$ cat config.mk
export PLATFORM = sky130hd
export DESIGN_NAME = load_buffer
export DESIGN_NICKNAME = d
export VERILOG_FILES = /design/src/rtl/lb_pkg.sv /design/src/rtl/lb_ifs.sv /design/src/rtl/lb_commit.sv /design/src/rtl/lb_entry.sv /design/src/rtl/lb_issue_ctrl.sv /design/src/rtl/lb_mem_port.sv /design/src/rtl/load_buffer.sv
export SDC_FILE = /design/constraint.sdc
export NUM_CORES = 2
export LEC_CHECK = 0
export BUFFER_PORTS_ARGS = -buffer_cell sky130_fd_sc_hd__buf_2
export CAP_MARGIN = 20
export CORE_MARGIN = 4
export CORE_UTILIZATION = 50
export CTS_BUF_LIST = sky130_fd_sc_hd__clkbuf_8
export CTS_CLUSTER_SIZE = 30
export DETAILED_ROUTE_END_ITERATION = 7
export MAX_ROUTING_LAYER = met4
export PLACE_DENSITY = 0.75
export SLEW_MARGIN = 15
export SYNTH_ARGS = -nofsm -noshare
export SYNTH_HDL_FRONTEND = slang
export SYNTH_HIERARCHICAL = 1
export SYNTH_SLANG_ARGS = --single-unit
$ cat constraint.sdc
create_clock -name clk_i -period 5.8 [get_ports clk_i]
set_input_delay 0.58 -clock clk_i [delete_from_list [all_inputs] [get_ports clk_i]]
set_output_delay 0.58 -clock clk_i [all_outputs]
set_load 0.02 [all_outputs]
$ cat src/rtl/lb_pkg.sv
`default_nettype none

package lb_pkg;

  // ----------------------------------------
  // widths
  // ----------------------------------------
  localparam int unsigned XLEN      = 64;
  localparam int unsigned LB_DEPTH  = 4;
  localparam int unsigned LB_IDX_W  = 2;
  localparam int unsigned ROB_IDX_W = 5;
  localparam int unsigned EXC_W     = 4;

  typedef logic [XLEN-1:0]      xlen_t;
  typedef logic [LB_IDX_W-1:0]  lb_idx_t;
  typedef logic [ROB_IDX_W-1:0] rob_idx_t;
  typedef logic [EXC_W-1:0]     except_code_t;
  typedef logic [2:0]           ld_width_t;
  typedef logic [7:0]           be_t;

  // ----------------------------------------
  // load-width codes
  // ----------------------------------------
  // same encoding as the funct3 field of the load opcode
  localparam ld_width_t LD_B  = 3'b000;
  localparam ld_width_t LD_H  = 3'b001;
  localparam ld_width_t LD_W  = 3'b010;
  localparam ld_width_t LD_D  = 3'b011;
  localparam ld_width_t LD_BU = 3'b100;
  localparam ld_width_t LD_HU = 3'b101;
  localparam ld_width_t LD_WU = 3'b110;

  // ----------------------------------------
  // entry state
  // ----------------------------------------
  typedef enum logic [2:0] {
    LB_EMPTY,
    LB_RS1_WAIT,
    LB_MEM_REQ,
    LB_MEM_WAIT,
    LB_DONE
  } lb_state_t;

endpackage

`default_nettype wire

$ cat src/rtl/lb_ifs.sv
`timescale 1ns/10ps
`default_nettype none

// allocation broadcast from the issue controller to all entries
interface lb_alloc_if;
  import lb_pkg::*;

  logic      push;
  lb_idx_t   idx;
  ld_width_t width;
  logic      rs1_ready;
  rob_idx_t  rs1_tag;
  xlen_t     rs1_value;
  xlen_t     imm;
  rob_idx_t  dest;

  modport issuer (
    output push, idx, width, rs1_ready, rs1_tag, rs1_value, imm, dest
  );

  modport entry (
    input push, idx, width, rs1_ready, rs1_tag, rs1_value, imm, dest
  );

endinterface

// per-entry status, contents and strobes
interface lb_entry_if;
  import lb_pkg::*;

  lb_state_t    state;
  xlen_t        addr;
  ld_width_t    width;
  xlen_t        res_value;
  rob_idx_t     res_dest;
  logic         res_except;
  except_code_t res_code;

  // strobes towards the entry
  logic         mem_issued;
  logic         rsp_valid;
  xlen_t        rsp_data;
  logic         rsp_except;
  except_code_t rsp_code;
  logic         pop;

  modport entry (
    output state, addr, width, res_value, res_dest, res_except, res_code,
    input  mem_issued, rsp_valid, rsp_data, rsp_except, rsp_code, pop
  );

  modport status (input state);

  modport memory (
    input  state, addr, width,
    output mem_issued, rsp_valid, rsp_data, rsp_except, rsp_code
  );

  modport commit (
    input  state, res_value, res_dest, res_except, res_code,
    output pop
  );

endinterface

`default_nettype wire

$ cat src/rtl/lb_commit.sv
`timescale 1ns/10ps
`default_nettype none

module lb_commit (
  input  logic                  clk_i,
  input  logic                  rst_n_i,
  input  logic                  flush_i,
  output logic                  result_valid_o,
  input  logic                  result_ready_i,
  output lb_pkg::rob_idx_t      result_dest_o,
  output lb_pkg::xlen_t         result_value_o,
  output logic                  result_except_o,
  output lb_pkg::except_code_t  result_code_o,
  lb_entry_if.commit            ent [lb_pkg::LB_DEPTH]
);
  import lb_pkg::*;

  lb_idx_t      head_q;
  logic         pop;
  logic         ent_done   [LB_DEPTH];
  xlen_t        ent_value  [LB_DEPTH];
  rob_idx_t     ent_dest   [LB_DEPTH];
  logic         ent_except [LB_DEPTH];
  except_code_t ent_code   [LB_DEPTH];

  for (genvar i = 0; i < LB_DEPTH; i++) begin : g_ent
    assign ent_done[i]   = (ent[i].state == LB_DONE);
    assign ent_value[i]  = ent[i].res_value;
    assign ent_dest[i]   = ent[i].res_dest;
    assign ent_except[i] = ent[i].res_except;
    assign ent_code[i]   = ent[i].res_code;
    assign ent[i].pop    = pop && (head_q == lb_idx_t'(i));
  end

  // results leave strictly from the head
  assign result_valid_o  = ent_done[head_q];
  assign result_value_o  = ent_value[head_q];
  assign result_dest_o   = ent_dest[head_q];
  assign result_except_o = ent_except[head_q];
  assign result_code_o   = ent_code[head_q];
  assign pop             = result_valid_o && result_ready_i;

  always_ff @(posedge clk_i or negedge rst_n_i) begin : p_head
    if (!rst_n_i) begin
      head_q <= '0;
    end else if (flush_i) begin
      head_q <= '0;
    end else if (pop) begin
      head_q <= (head_q == lb_idx_t'(LB_DEPTH - 1)) ? '0 : head_q + 1'b1;
    end
  end

endmodule

`default_nettype wire

$ cat src/rtl/lb_entry.sv
`timescale 1ns/10ps
`default_nettype none

module lb_entry #(
  parameter int unsigned ENTRY_IDX = 0
) (
  input  logic              clk_i,
  input  logic              rst_n_i,
  input  logic              flush_i,
  input  logic              cdb_valid_i,
  input  lb_pkg::rob_idx_t  cdb_tag_i,
  input  lb_pkg::xlen_t     cdb_value_i,
  lb_alloc_if.entry         alloc,
  lb_entry_if.entry         ent
);
  import lb_pkg::*;

  lb_state_t    state_q;
  lb_state_t    state_d;
  ld_width_t    width_q;
  rob_idx_t     rs1_tag_q;
  xlen_t        base_q;
  xlen_t        imm_q;
  rob_idx_t     dest_q;
  xlen_t        res_value_q;
  logic         res_except_q;
  except_code_t res_code_q;
  xlen_t        eff_addr;
  logic         push_hit;
  logic         cdb_hit;
  logic         rsp_hit;

  assign push_hit = alloc.push && (alloc.idx == lb_idx_t'(ENTRY_IDX))
                    && (state_q == LB_EMPTY);
  // a broadcast in the push cycle is missed, the tag is not stored yet
  assign cdb_hit  = cdb_valid_i && (state_q == LB_RS1_WAIT) && (cdb_tag_i == rs1_tag_q);
  assign rsp_hit  = ent.rsp_valid
                    && ((state_q == LB_MEM_REQ) || (state_q == LB_MEM_WAIT));

  assign eff_addr = base_q + imm_q;

  // ----------------------------------------
  // state machine
  // ----------------------------------------
  always_comb begin : p_next_state
    state_d = state_q;
    case (state_q)
      LB_EMPTY: begin
        if (push_hit) begin
          state_d = alloc.rs1_ready ? LB_MEM_REQ : LB_RS1_WAIT;
        end
      end
      LB_RS1_WAIT: begin
        if (cdb_hit) state_d = LB_MEM_REQ;
      end
      LB_MEM_REQ: begin
        if (rsp_hit) state_d = LB_DONE;
        else if (ent.mem_issued) state_d = LB_MEM_WAIT;
      end
      LB_MEM_WAIT: begin
        if (rsp_hit) state_d = LB_DONE;
      end
      LB_DONE: begin
        if (ent.pop) state_d = LB_EMPTY;
      end
      default: state_d = LB_EMPTY;
    endcase
  end

  always_ff @(posedge clk_i or negedge rst_n_i) begin : p_state
    if (!rst_n_i) begin
      state_q <= LB_EMPTY;
    end else if (flush_i) begin
      state_q <= LB_EMPTY;
    end else begin
      state_q <= state_d;
    end
  end

  // ----------------------------------------
  // stored operands and result
  // ----------------------------------------
  always_ff @(posedge clk_i) begin : p_payload
    if (push_hit) begin
      width_q   <= alloc.width;
      rs1_tag_q <= alloc.rs1_tag;
      base_q    <= alloc.rs1_value;
      imm_q     <= alloc.imm;
      dest_q    <= alloc.dest;
    end else if (cdb_hit) begin
      base_q <= cdb_value_i;
    end
    if (rsp_hit) begin
      // faulting loads report their address as the value
      res_value_q  <= ent.rsp_except ? eff_addr : ent.rsp_data;
      res_except_q <= ent.rsp_except;
      res_code_q   <= ent.rsp_code;
    end
  end

  assign ent.state      = state_q;
  assign ent.addr       = eff_addr;
  assign ent.width      = width_q;
  assign ent.res_value  = res_value_q;
  assign ent.res_dest   = dest_q;
  assign ent.res_except = res_except_q;
  assign ent.res_code   = res_code_q;

endmodule

`default_nettype wire

$ cat src/rtl/lb_issue_ctrl.sv
`timescale 1ns/10ps
`default_nettype none

module lb_issue_ctrl (
  input  logic                clk_i,
  input  logic                rst_n_i,
  input  logic                flush_i,
  input  logic                issue_valid_i,
  output logic                issue_ready_o,
  input  lb_pkg::ld_width_t   issue_width_i,
  input  logic                issue_rs1_ready_i,
  input  lb_pkg::rob_idx_t    issue_rs1_tag_i,
  input  lb_pkg::xlen_t       issue_rs1_value_i,
  input  lb_pkg::xlen_t       issue_imm_i,
  input  lb_pkg::rob_idx_t    issue_dest_i,
  lb_alloc_if.issuer          alloc,
  lb_entry_if.status          ent [lb_pkg::LB_DEPTH]
);
  import lb_pkg::*;

  lb_idx_t tail_q;
  logic    push;
  logic    ent_empty [LB_DEPTH];

  for (genvar i = 0; i < LB_DEPTH; i++) begin : g_empty
    assign ent_empty[i] = (ent[i].state == LB_EMPTY);
  end

  // only the slot at the tail may take a new load
  assign issue_ready_o = ent_empty[tail_q];
  assign push          = issue_valid_i && issue_ready_o;

  always_ff @(posedge clk_i or negedge rst_n_i) begin : p_tail
    if (!rst_n_i) begin
      tail_q <= '0;
    end else if (flush_i) begin
      tail_q <= '0;
    end else if (push) begin
      tail_q <= (tail_q == lb_idx_t'(LB_DEPTH - 1)) ? '0 : tail_q + 1'b1;
    end
  end

  assign alloc.push      = push;
  assign alloc.idx       = tail_q;
  assign alloc.width     = issue_width_i;
  assign alloc.rs1_ready = issue_rs1_ready_i;
  assign alloc.rs1_tag   = issue_rs1_tag_i;
  assign alloc.rs1_value = issue_rs1_value_i;
  assign alloc.imm       = issue_imm_i;
  assign alloc.dest      = issue_dest_i;

endmodule

`default_nettype wire

$ cat src/rtl/lb_mem_port.sv
`timescale 1ns/10ps
`default_nettype none

module lb_mem_port (
  input  logic                  clk_i,
  input  logic                  rst_n_i,
  input  logic                  flush_i,
  output logic                  mem_valid_o,
  input  logic                  mem_ready_i,
  output lb_pkg::xlen_t         mem_addr_o,
  output lb_pkg::be_t           mem_be_o,
  output lb_pkg::lb_idx_t       mem_tag_o,
  input  logic                  mem_rsp_valid_i,
  input  lb_pkg::lb_idx_t       mem_rsp_tag_i,
  input  lb_pkg::xlen_t         mem_rsp_data_i,
  input  logic                  mem_rsp_except_i,
  input  lb_pkg::except_code_t  mem_rsp_code_i,
  lb_entry_if.memory            ent [lb_pkg::LB_DEPTH]
);
  import lb_pkg::*;

  lb_idx_t   mem_ptr_q;
  logic      mem_accept;
  logic      ent_req   [LB_DEPTH];
  xlen_t     ent_addr  [LB_DEPTH];
  ld_width_t ent_width [LB_DEPTH];
  ld_width_t req_width;
  be_t       be_base;
  logic [2:0] rsp_off;
  xlen_t     rsp_shifted;
  xlen_t     rsp_ext;

  // ----------------------------------------
  // request side
  // ----------------------------------------
  assign mem_valid_o = ent_req[mem_ptr_q];
  assign mem_accept  = mem_valid_o && mem_ready_i;
  assign mem_tag_o   = mem_ptr_q;
  // memory always sees a doubleword-aligned address
  assign mem_addr_o  = {ent_addr[mem_ptr_q][XLEN-1:3], 3'b000};
  assign req_width   = ent_width[mem_ptr_q];

  always_comb begin : p_be
    case (req_width)
      LD_B, LD_BU: be_base = 8'b0000_0001;
      LD_H, LD_HU: be_base = 8'b0000_0011;
      LD_W, LD_WU: be_base = 8'b0000_1111;
      LD_D:        be_base = 8'b1111_1111;
      default:     be_base = 8'b0000_0000;
    endcase
  end

  assign mem_be_o = be_base << ent_addr[mem_ptr_q][2:0];

  always_ff @(posedge clk_i or negedge rst_n_i) begin : p_mem_ptr
    if (!rst_n_i) begin
      mem_ptr_q <= '0;
    end else if (flush_i) begin
      mem_ptr_q <= '0;
    end else if (mem_accept) begin
      mem_ptr_q <= (mem_ptr_q == lb_idx_t'(LB_DEPTH - 1)) ? '0 : mem_ptr_q + 1'b1;
    end
  end

  // ----------------------------------------
  // response side
  // ----------------------------------------
  assign rsp_off     = ent_addr[mem_rsp_tag_i][2:0];
  assign rsp_shifted = mem_rsp_data_i >> {rsp_off, 3'b000};

  always_comb begin : p_extend
    case (ent_width[mem_rsp_tag_i])
      LD_B:    rsp_ext = {{(XLEN-8){rsp_shifted[7]}}, rsp_shifted[7:0]};
      LD_BU:   rsp_ext = {{(XLEN-8){1'b0}}, rsp_shifted[7:0]};
      LD_H:    rsp_ext = {{(XLEN-16){rsp_shifted[15]}}, rsp_shifted[15:0]};
      LD_HU:   rsp_ext = {{(XLEN-16){1'b0}}, rsp_shifted[15:0]};
      LD_W:    rsp_ext = {{(XLEN-32){rsp_shifted[31]}}, rsp_shifted[31:0]};
      LD_WU:   rsp_ext = {{(XLEN-32){1'b0}}, rsp_shifted[31:0]};
      default: rsp_ext = rsp_shifted;
    endcase
  end

  // per-entry status in, strobes out
  for (genvar i = 0; i < LB_DEPTH; i++) begin : g_ent
    assign ent_req[i]        = (ent[i].state == LB_MEM_REQ);
    assign ent_addr[i]       = ent[i].addr;
    assign ent_width[i]      = ent[i].width;
    assign ent[i].mem_issued = mem_accept && (mem_ptr_q == lb_idx_t'(i));
    assign ent[i].rsp_valid  = mem_rsp_valid_i && (mem_rsp_tag_i == lb_idx_t'(i));
    assign ent[i].rsp_data   = rsp_ext;
    assign ent[i].rsp_except = mem_rsp_except_i;
    assign ent[i].rsp_code   = mem_rsp_code_i;
  end

endmodule

`default_nettype wire

$ cat src/rtl/load_buffer.sv
`timescale 1ns/10ps
`default_nettype none

module load_buffer (
  input  logic                  clk_i,
  input  logic                  rst_n_i,
  input  logic                  flush_i,

  // issue stage
  input  logic                  issue_valid_i,
  output logic                  issue_ready_o,
  input  lb_pkg::ld_width_t     issue_width_i,
  input  logic                  issue_rs1_ready_i,
  input  lb_pkg::rob_idx_t      issue_rs1_tag_i,
  input  lb_pkg::xlen_t         issue_rs1_value_i,
  input  lb_pkg::xlen_t         issue_imm_i,
  input  lb_pkg::rob_idx_t      issue_dest_i,

  // operand broadcast
  input  logic                  cdb_valid_i,
  input  lb_pkg::rob_idx_t      cdb_tag_i,
  input  lb_pkg::xlen_t         cdb_value_i,

  // memory
  output logic                  mem_valid_o,
  input  logic                  mem_ready_i,
  output lb_pkg::xlen_t         mem_addr_o,
  output lb_pkg::be_t           mem_be_o,
  output lb_pkg::lb_idx_t       mem_tag_o,
  input  logic                  mem_rsp_valid_i,
  input  lb_pkg::lb_idx_t       mem_rsp_tag_i,
  input  lb_pkg::xlen_t         mem_rsp_data_i,
  input  logic                  mem_rsp_except_i,
  input  lb_pkg::except_code_t  mem_rsp_code_i,

  // result
  output logic                  result_valid_o,
  input  logic                  result_ready_i,
  output lb_pkg::rob_idx_t      result_dest_o,
  output lb_pkg::xlen_t         result_value_o,
  output logic                  result_except_o,
  output lb_pkg::except_code_t  result_code_o
);
  import lb_pkg::*;

  lb_alloc_if alloc_if ();
  lb_entry_if ent_if [LB_DEPTH] ();

  lb_issue_ctrl u_issue_ctrl (
    .clk_i             (clk_i),
    .rst_n_i           (rst_n_i),
    .flush_i           (flush_i),
    .issue_valid_i     (issue_valid_i),
    .issue_ready_o     (issue_ready_o),
    .issue_width_i     (issue_width_i),
    .issue_rs1_ready_i (issue_rs1_ready_i),
    .issue_rs1_tag_i   (issue_rs1_tag_i),
    .issue_rs1_value_i (issue_rs1_value_i),
    .issue_imm_i       (issue_imm_i),
    .issue_dest_i      (issue_dest_i),
    .alloc             (alloc_if),
    .ent               (ent_if)
  );

  for (genvar i = 0; i < LB_DEPTH; i++) begin : g_entry
    lb_entry #(
      .ENTRY_IDX (i)
    ) u_entry (
      .clk_i       (clk_i),
      .rst_n_i     (rst_n_i),
      .flush_i     (flush_i),
      .cdb_valid_i (cdb_valid_i),
      .cdb_tag_i   (cdb_tag_i),
      .cdb_value_i (cdb_value_i),
      .alloc       (alloc_if),
      .ent         (ent_if[i])
    );
  end

  lb_mem_port u_mem_port (
    .clk_i            (clk_i),
    .rst_n_i          (rst_n_i),
    .flush_i          (flush_i),
    .mem_valid_o      (mem_valid_o),
    .mem_ready_i      (mem_ready_i),
    .mem_addr_o       (mem_addr_o),
    .mem_be_o         (mem_be_o),
    .mem_tag_o        (mem_tag_o),
    .mem_rsp_valid_i  (mem_rsp_valid_i),
    .mem_rsp_tag_i    (mem_rsp_tag_i),
    .mem_rsp_data_i   (mem_rsp_data_i),
    .mem_rsp_except_i (mem_rsp_except_i),
    .mem_rsp_code_i   (mem_rsp_code_i),
    .ent              (ent_if)
  );

  lb_commit u_commit (
    .clk_i           (clk_i),
    .rst_n_i         (rst_n_i),
    .flush_i         (flush_i),
    .result_valid_o  (result_valid_o),
    .result_ready_i  (result_ready_i),
    .result_dest_o   (result_dest_o),
    .result_value_o  (result_value_o),
    .result_except_o (result_except_o),
    .result_code_o   (result_code_o),
    .ent             (ent_if)
  );

endmodule

`default_nettype wire

# Word level (Yosys, flattened, before mapping)

Cells that the tools add are included.

Output and inout port bits: 151
Register bits after elaboration: 858
Word-level logic and storage cells: 271
Bits of input ports: 290

$lt $le $gt $ge: 4
Bitwise operators: 4
$add $sub $neg: 7
Muxes and demuxes: 89
Shift operators: 2
Equality and inequality tests: 63
Reduce and logical (&&, ||, !) cells: 63

Operator list:

| cell                                                            | count |
|---|---|
| 64-bit two-way mux                                              | 16 |
| 64-bit binary-select mux with 2-bit select                      | 3 |
| 64-bit case mux with 6 select lines                             | 1 |
| 64-bit adder                                                    | 4 |
| 3-bit two-way mux                                               | 34 |
| 64-bit by 6-bit right shift with 64-bit output                  | 1 |
| 3-bit case mux with 5 select lines                              | 4 |
| 3-bit by 2-bit != test with 1-bit output, second input constant | 12 |
| 1-bit logical AND                                               | 35 |
| 3-bit by 2-bit == test with 1-bit output, second input constant | 11 |
| 8-bit case mux with 4 select lines                              | 1 |
| 3-bit == test, second input constant                            | 10 |
| 5-bit == test                                                   | 4 |
| 2-bit two-way mux                                               | 10 |
| 5-bit AND reduction                                             | 4 |
| 3-bit by 1-bit == test with 1-bit output, second input constant | 6 |
| 3-bit logical NOT                                               | 6 |
| 2-bit == test, second input constant                            | 8 |
| 4-bit != test, second input constant                            | 4 |
| 2-bit nonzero test                                              | 7 |
| 3-bit binary-select mux with 2-bit select                       | 2 |
| 3-bit >= comparator, second input constant                      | 4 |
| 3-bit != test, second input constant                            | 4 |
| 2-bit inverter with 3-bit output                                | 4 |
| other kinds (12)                                                | 37 |

# Logic depth before layout (Yosys ltp)

Depth after elaboration: 10
Gate-level depth with buffers: 15
Mapped depth without buffers: 12

# Hierarchy

The synthesis kept the hierarchy.

Modules (own cells, without submodules):

| module                         | area each (sq um) | times used | seq. area each (sq um) | cells an instance |
|---|---|---|---|---|
| lb_entry at g_entry[0].u_entry | 12216.7           | 1          | 6381.1                 | 1161 |
| lb_entry at g_entry[2].u_entry | 12164.2           | 1          | 6381.1                 | 1142 |
| lb_entry at g_entry[1].u_entry | 12161.7           | 1          | 6381.1                 | 1140 |
| lb_entry at g_entry[3].u_entry | 12159.2           | 1          | 6381.1                 | 1140 |
| lb_mem_port                    | 6248.5            | 1          | 50.0                   | 698 |
| lb_commit                      | 2054.5            | 1          | 50.0                   | 119 |
| lb_issue_ctrl                  | 1243.7            | 1          | 50.0                   | 160 |

# Least setup slack after synthesis

Ideal clock, no wire load.

Kind: in2reg
From: input port mem_rsp_tag_i[1]
To: register g_entry[2].u_entry.res_code_q[0], enable pin
Setup time: 0.598 ns
Buffers on the path: 1
Required time: 5.202 ns
Cell stages on the path: 4
Arrival: 6.294 ns
Path slack: -1.092 ns
Cell sequence: buf_1 -> and3b_1 -> inv_1 -> nor3b_1

Longest elaborated chain between the ends: 3

Ends and longest elaborated chain:

| element                        | line              | RTL |
|---|---|---|
| start, declared                | load_buffer.sv:31 | `input lb_pkg::lb_idx_t mem_rsp_tag_i,` |
| 2-bit == test                  | lb_mem_port.sv:89 | `assign ent[i].rsp_valid = mem_rsp_valid_i && (mem_rsp_tag_i == lb_idx_t'(i));` |
| 1-bit logical AND              | lb_mem_port.sv:89 |  |
| net ent_if[2].rsp_valid        | lb_ifs.sv:41      | `logic rsp_valid;` |
| 1-bit logical AND              | lb_entry.sv:38    | `&& ((state_q == LB_MEM_REQ) \|\| (state_q == LB_MEM_WAIT));` |
| net g_entry[2].u_entry.rsp_hit | lb_entry.sv:31    | `logic rsp_hit;` |
| end signal, assigned           | lb_entry.sv:97    | `res_code_q <= ent.rsp_code;` |
| end, declared                  | lb_entry.sv:27    | `except_code_t res_code_q;` |

The timed path passes the listed nets, and every way through them passes these cells.
A chain may end at the register's enable or synchronous reset.

# Final worst setup path

From: register g_entry[3].u_entry.base_q[1]
To: output port mem_addr_o[57]

Longest elaborated chain between the ends: 4

Ends and longest elaborated chain:

| element                                                | line              | RTL |
|---|---|---|
| start, declared                                        | lb_entry.sv:22    | `xlen_t base_q;` |
| start signal, assigned                                 | lb_entry.sv:87    | `base_q <= alloc.rs1_value;` |
| start signal, assigned                                 | lb_entry.sv:91    | `base_q <= cdb_value_i;` |
| 64-bit adder                                           | lb_entry.sv:40    | `assign eff_addr = base_q + imm_q;` |
| net ent_if[3].addr[57]                                 | lb_ifs.sv:32      | `xlen_t addr;` |
| 64-bit binary-select mux with 2-bit select             | lb_mem_port.sv:40 | `assign mem_addr_o = {ent_addr[mem_ptr_q][XLEN-1:3], 3'b000};` |
| 64-bit two-way mux (implied by the code) (2 in series) | lb_mem_port.sv:40 |  |
| end, declared                                          | load_buffer.sv:27 | `output lb_pkg::xlen_t mem_addr_o,` |

The timed path passes the listed nets, and every way through them passes these cells. The select of a mux whose other input is x is not followed.

==> flow_summary.yaml <==
cells_and_area:
  multi_input_area_um2: 28500
  drive_gt1_share_pct: 21.44
  final_util_pct: 55.82
  nFillCells: 9803
  final_nets: 6325
  seq_area_um2: 25690
  syn_to_final_growth_pct: 10.18
sta:
  rsz0062_at_grt: "yes"
  fin_skew_ns: 0.04625
  slew_violations: 0
  finalSetupTns_ns: 0
  max_freq_mhz: 173.5
  hold_violations: 0
  fin_ws_ns: 0.03627
  finalCritPeriodShare_pct: 99.37
  setup_violations: 0
  period_needed_ns: 5.764
  worstMarginPinSlew_ns: 1.271
  max_slew_margin_pct: 14.57
  hold-worst-slack_ns: 0.06053
synth:
  synth_top_area_share_pct: 43.30
  synth.distinct_cells: 105
  synth.top_cells.by_count: "nand2_1, edfxtp_1, a21oi_1, buf_4, nor2_1"
  avgSynthCellArea_um2: 10.48
  synth_edf_count: 840
  ys_async_sr_fraction_pct: 2.098
  synth_seq_cells: 858
  ys.flop_type: "edfxtp_1"
  synthCells: 5560
  yosys.area.top_type: "edfxtp_1"
  synth_area_leaders: "edfxtp_1, nand2_1, mux4_2, ha_1, buf_4"
  yosys_warnings: 6
  syn_area_um2: 58250
  ys_seq_area_share_pct: 44.08
  yosysMostFrequentCell: "nand2_1"
power:
  p_per_area_nw_per_um2: 487.0
  p_leak_nw: 25.02
  peakVddDrop_v: 0.0005108
  power_mw: 31.26
clocking:
  htreeDepth: 4
  clk_pin_slew_ns: 0.06
  root_buffer: "clkbuf_8"
  clk_path_buf_depth: 3
  cts_tree: "yes"
  clkSinkCount: 858
  cts-buffers-inserted: 155
  clock_latency_ns: 0.86
floorplan:
  initial_utilization_pct: 50.67
  io_pins: 441
  fp.dieH_um: 349.3
  dieArea_um2: 122000
  die_x_um: 349.3
  num_rows: 124
  core_um2: 115000
placed_design:
  gp_congestion: 1.058
  dp_slack_ns: 0.7013
  portBuffers: 437
  dp_hpwl_um: 173100
detailed_routing:
  viasPerCell: 6.521
  drc: 4
  wl_um: 230000
  wl_per_cell_um: 31.04
  drt_first_iter_violations: 7265
  detail-route-antenna-nets: 0
  dr.pass1.iters: 8
  vias: 48306
critical_path:
  path_class: "reg -> out"
  cp-end-kind: "primary output"
  cp_max_fo: 4
  start_kind: "flop"
  crit_required_ns: 5.22
  crit_arrival_ns: 5.18
global_routing:
  grt_pass1_vias: 45659
  grt_first_pass_wirelength_um: 323100
  grt_antenna_before_repair: 14
  grt_start_max_net_pins: 180
  grtUsageTotal_pct: 37.83
  overflow: 0
status:
  violations: "design-rule violations"
  status: "finished with violations"
worst_hold_path:
  hp-class: "in -> reg"
job:
  max_cap_violations: 0
-- worst paths after layout --
check | depth (start not counted) | end | slack (ns) | startpoint
worst max-delay path | 12 | mem_addr_o[57] | 0.04 | g_entry[3].u_entry/base_q[1]
worst min-delay path | 3 | g_entry[2].u_entry/base_q[29] | 0.06 | issue_rs1_value_i[29]
worst max register to register | 10 | g_entry[0].u_entry/ent.res_value[39] | 0.69 | g_entry[0].u_entry/base_q[0]
worst min register to register | 1 | g_entry[0].u_entry/ent.state[1] | 0.69 | g_entry[0].u_entry/ent.state[2]
max in group asynchronous | 2 | u_mem_port/mem_tag_o[0] | 5.20 | rst_n_i
min in group asynchronous | 2 | u_commit/head_q[1] | 0.21 | rst_n_i
-- where the power goes --
group          internal (mW)  switching (mW)
clock                   2.80            2.70
sequential              8.25           0.432
combinational           5.68            11.4
-- routing by layer --
layer / share of wire [%] / GRT usage (%) / up-vias
met4: 5.7 / 18.36 / 0
met1: 39 / 50.94 / 23609
met2: 43 / 54.58 / 3494
li1: - / - / 20635
met3: 12 / 8.011 / 568
met5: 0 / - / -
-- area by class of cell --
class                   count  share of cell area (%)
multi-input cells        3955                   44.41
flip-flops and latches    858                   40.03
repair buffers            701                   7.494
clock buffers             157                   3.367
well taps                1512                   2.948
clock inverters           117                   1.107
inverters                  99                  0.6102
diodes                      9                 0.03509
-- critical path, stage by stage (launching register included) --
cell	delay (ns)
edfxtp_1	0.42
ha_1	0.33
a211oi_1	0.10
o21bai_1	0.43
o21ai_2	0.19
o41ai_4	0.58
a311oi_2	0.37
o41a_1	0.62
nor3_2	0.35
o21a_1	0.18
nor2_1	0.05
mux4_2	0.53
buf_2	0.19
-- cells by family (layout without fill, tap and decap cells) --
kind of cell | count (synthesis) | in the layout | share of synthesized area [%]
AND/OR/NAND/NOR | 1871 | 1871 | 14.61
multiplexers | 446 | 446 | 11.47
buffers and inverters | 749 | 1074 | 7.492
flip-flops | 858 | 858 | 44.08
XOR/XNOR | 254 | 254 | 3.845
adder cells (fa/ha/maj) | 265 | 265 | 5.744
other | 1 | 12 | 0.006438
AO/OA/AOI/OAI | 1116 | 1116 | 12.75
-- through the flow --
step                instance area [um2]  std cells
detailed placement                59310       6943
floorplan                         58270       5562
global placement                  59310       6943
global route                      64170       7405
finish                            64180       7408
CTS                               64000       7394
-- cells in the final DEF, fill, tap and decap left out, drive strengths merged, types with 145 or more instances in the layout --
cell type / Yosys / final
nand2: 1102 / 1102
edfxtp: 840 / 840
buf: 464 / 524
a21oi: 386 / 386
nor2: 269 / 269
ha: 261 / 261
mux2: 233 / 233
o21ai: 194 / 194
dlygate4sd3: 0 / 177
clkbuf: 186 / 157
mux4: 152 / 152
nand4: 145 / 145
-- state kept, by name (all words and copies together), names as in the netlist --
register                        cells
g_entry.u_entry/base_q            256
g_entry.u_entry/ent.res_code       16
g_entry.u_entry/ent.res_dest       20
g_entry.u_entry/ent.res_except      4
g_entry.u_entry/ent.res_value     256
g_entry.u_entry/ent.state          12
g_entry.u_entry/ent.width          12
g_entry.u_entry/imm_q             256
g_entry.u_entry/rs1_tag_q          20
u_commit/head_q                     2
u_issue_ctrl/alloc.idx              2
u_mem_port/mem_tag_o                2
-- timing repair --
item                       CTS  global route
hold endpoints to repair   434             0
hold buffers               177             0
pin swaps                    0             4
setup endpoints to repair    9            18
setup buffers                0             4
resized for setup           10            21
No activity file was read; power rests on OpenSTA's default activity.
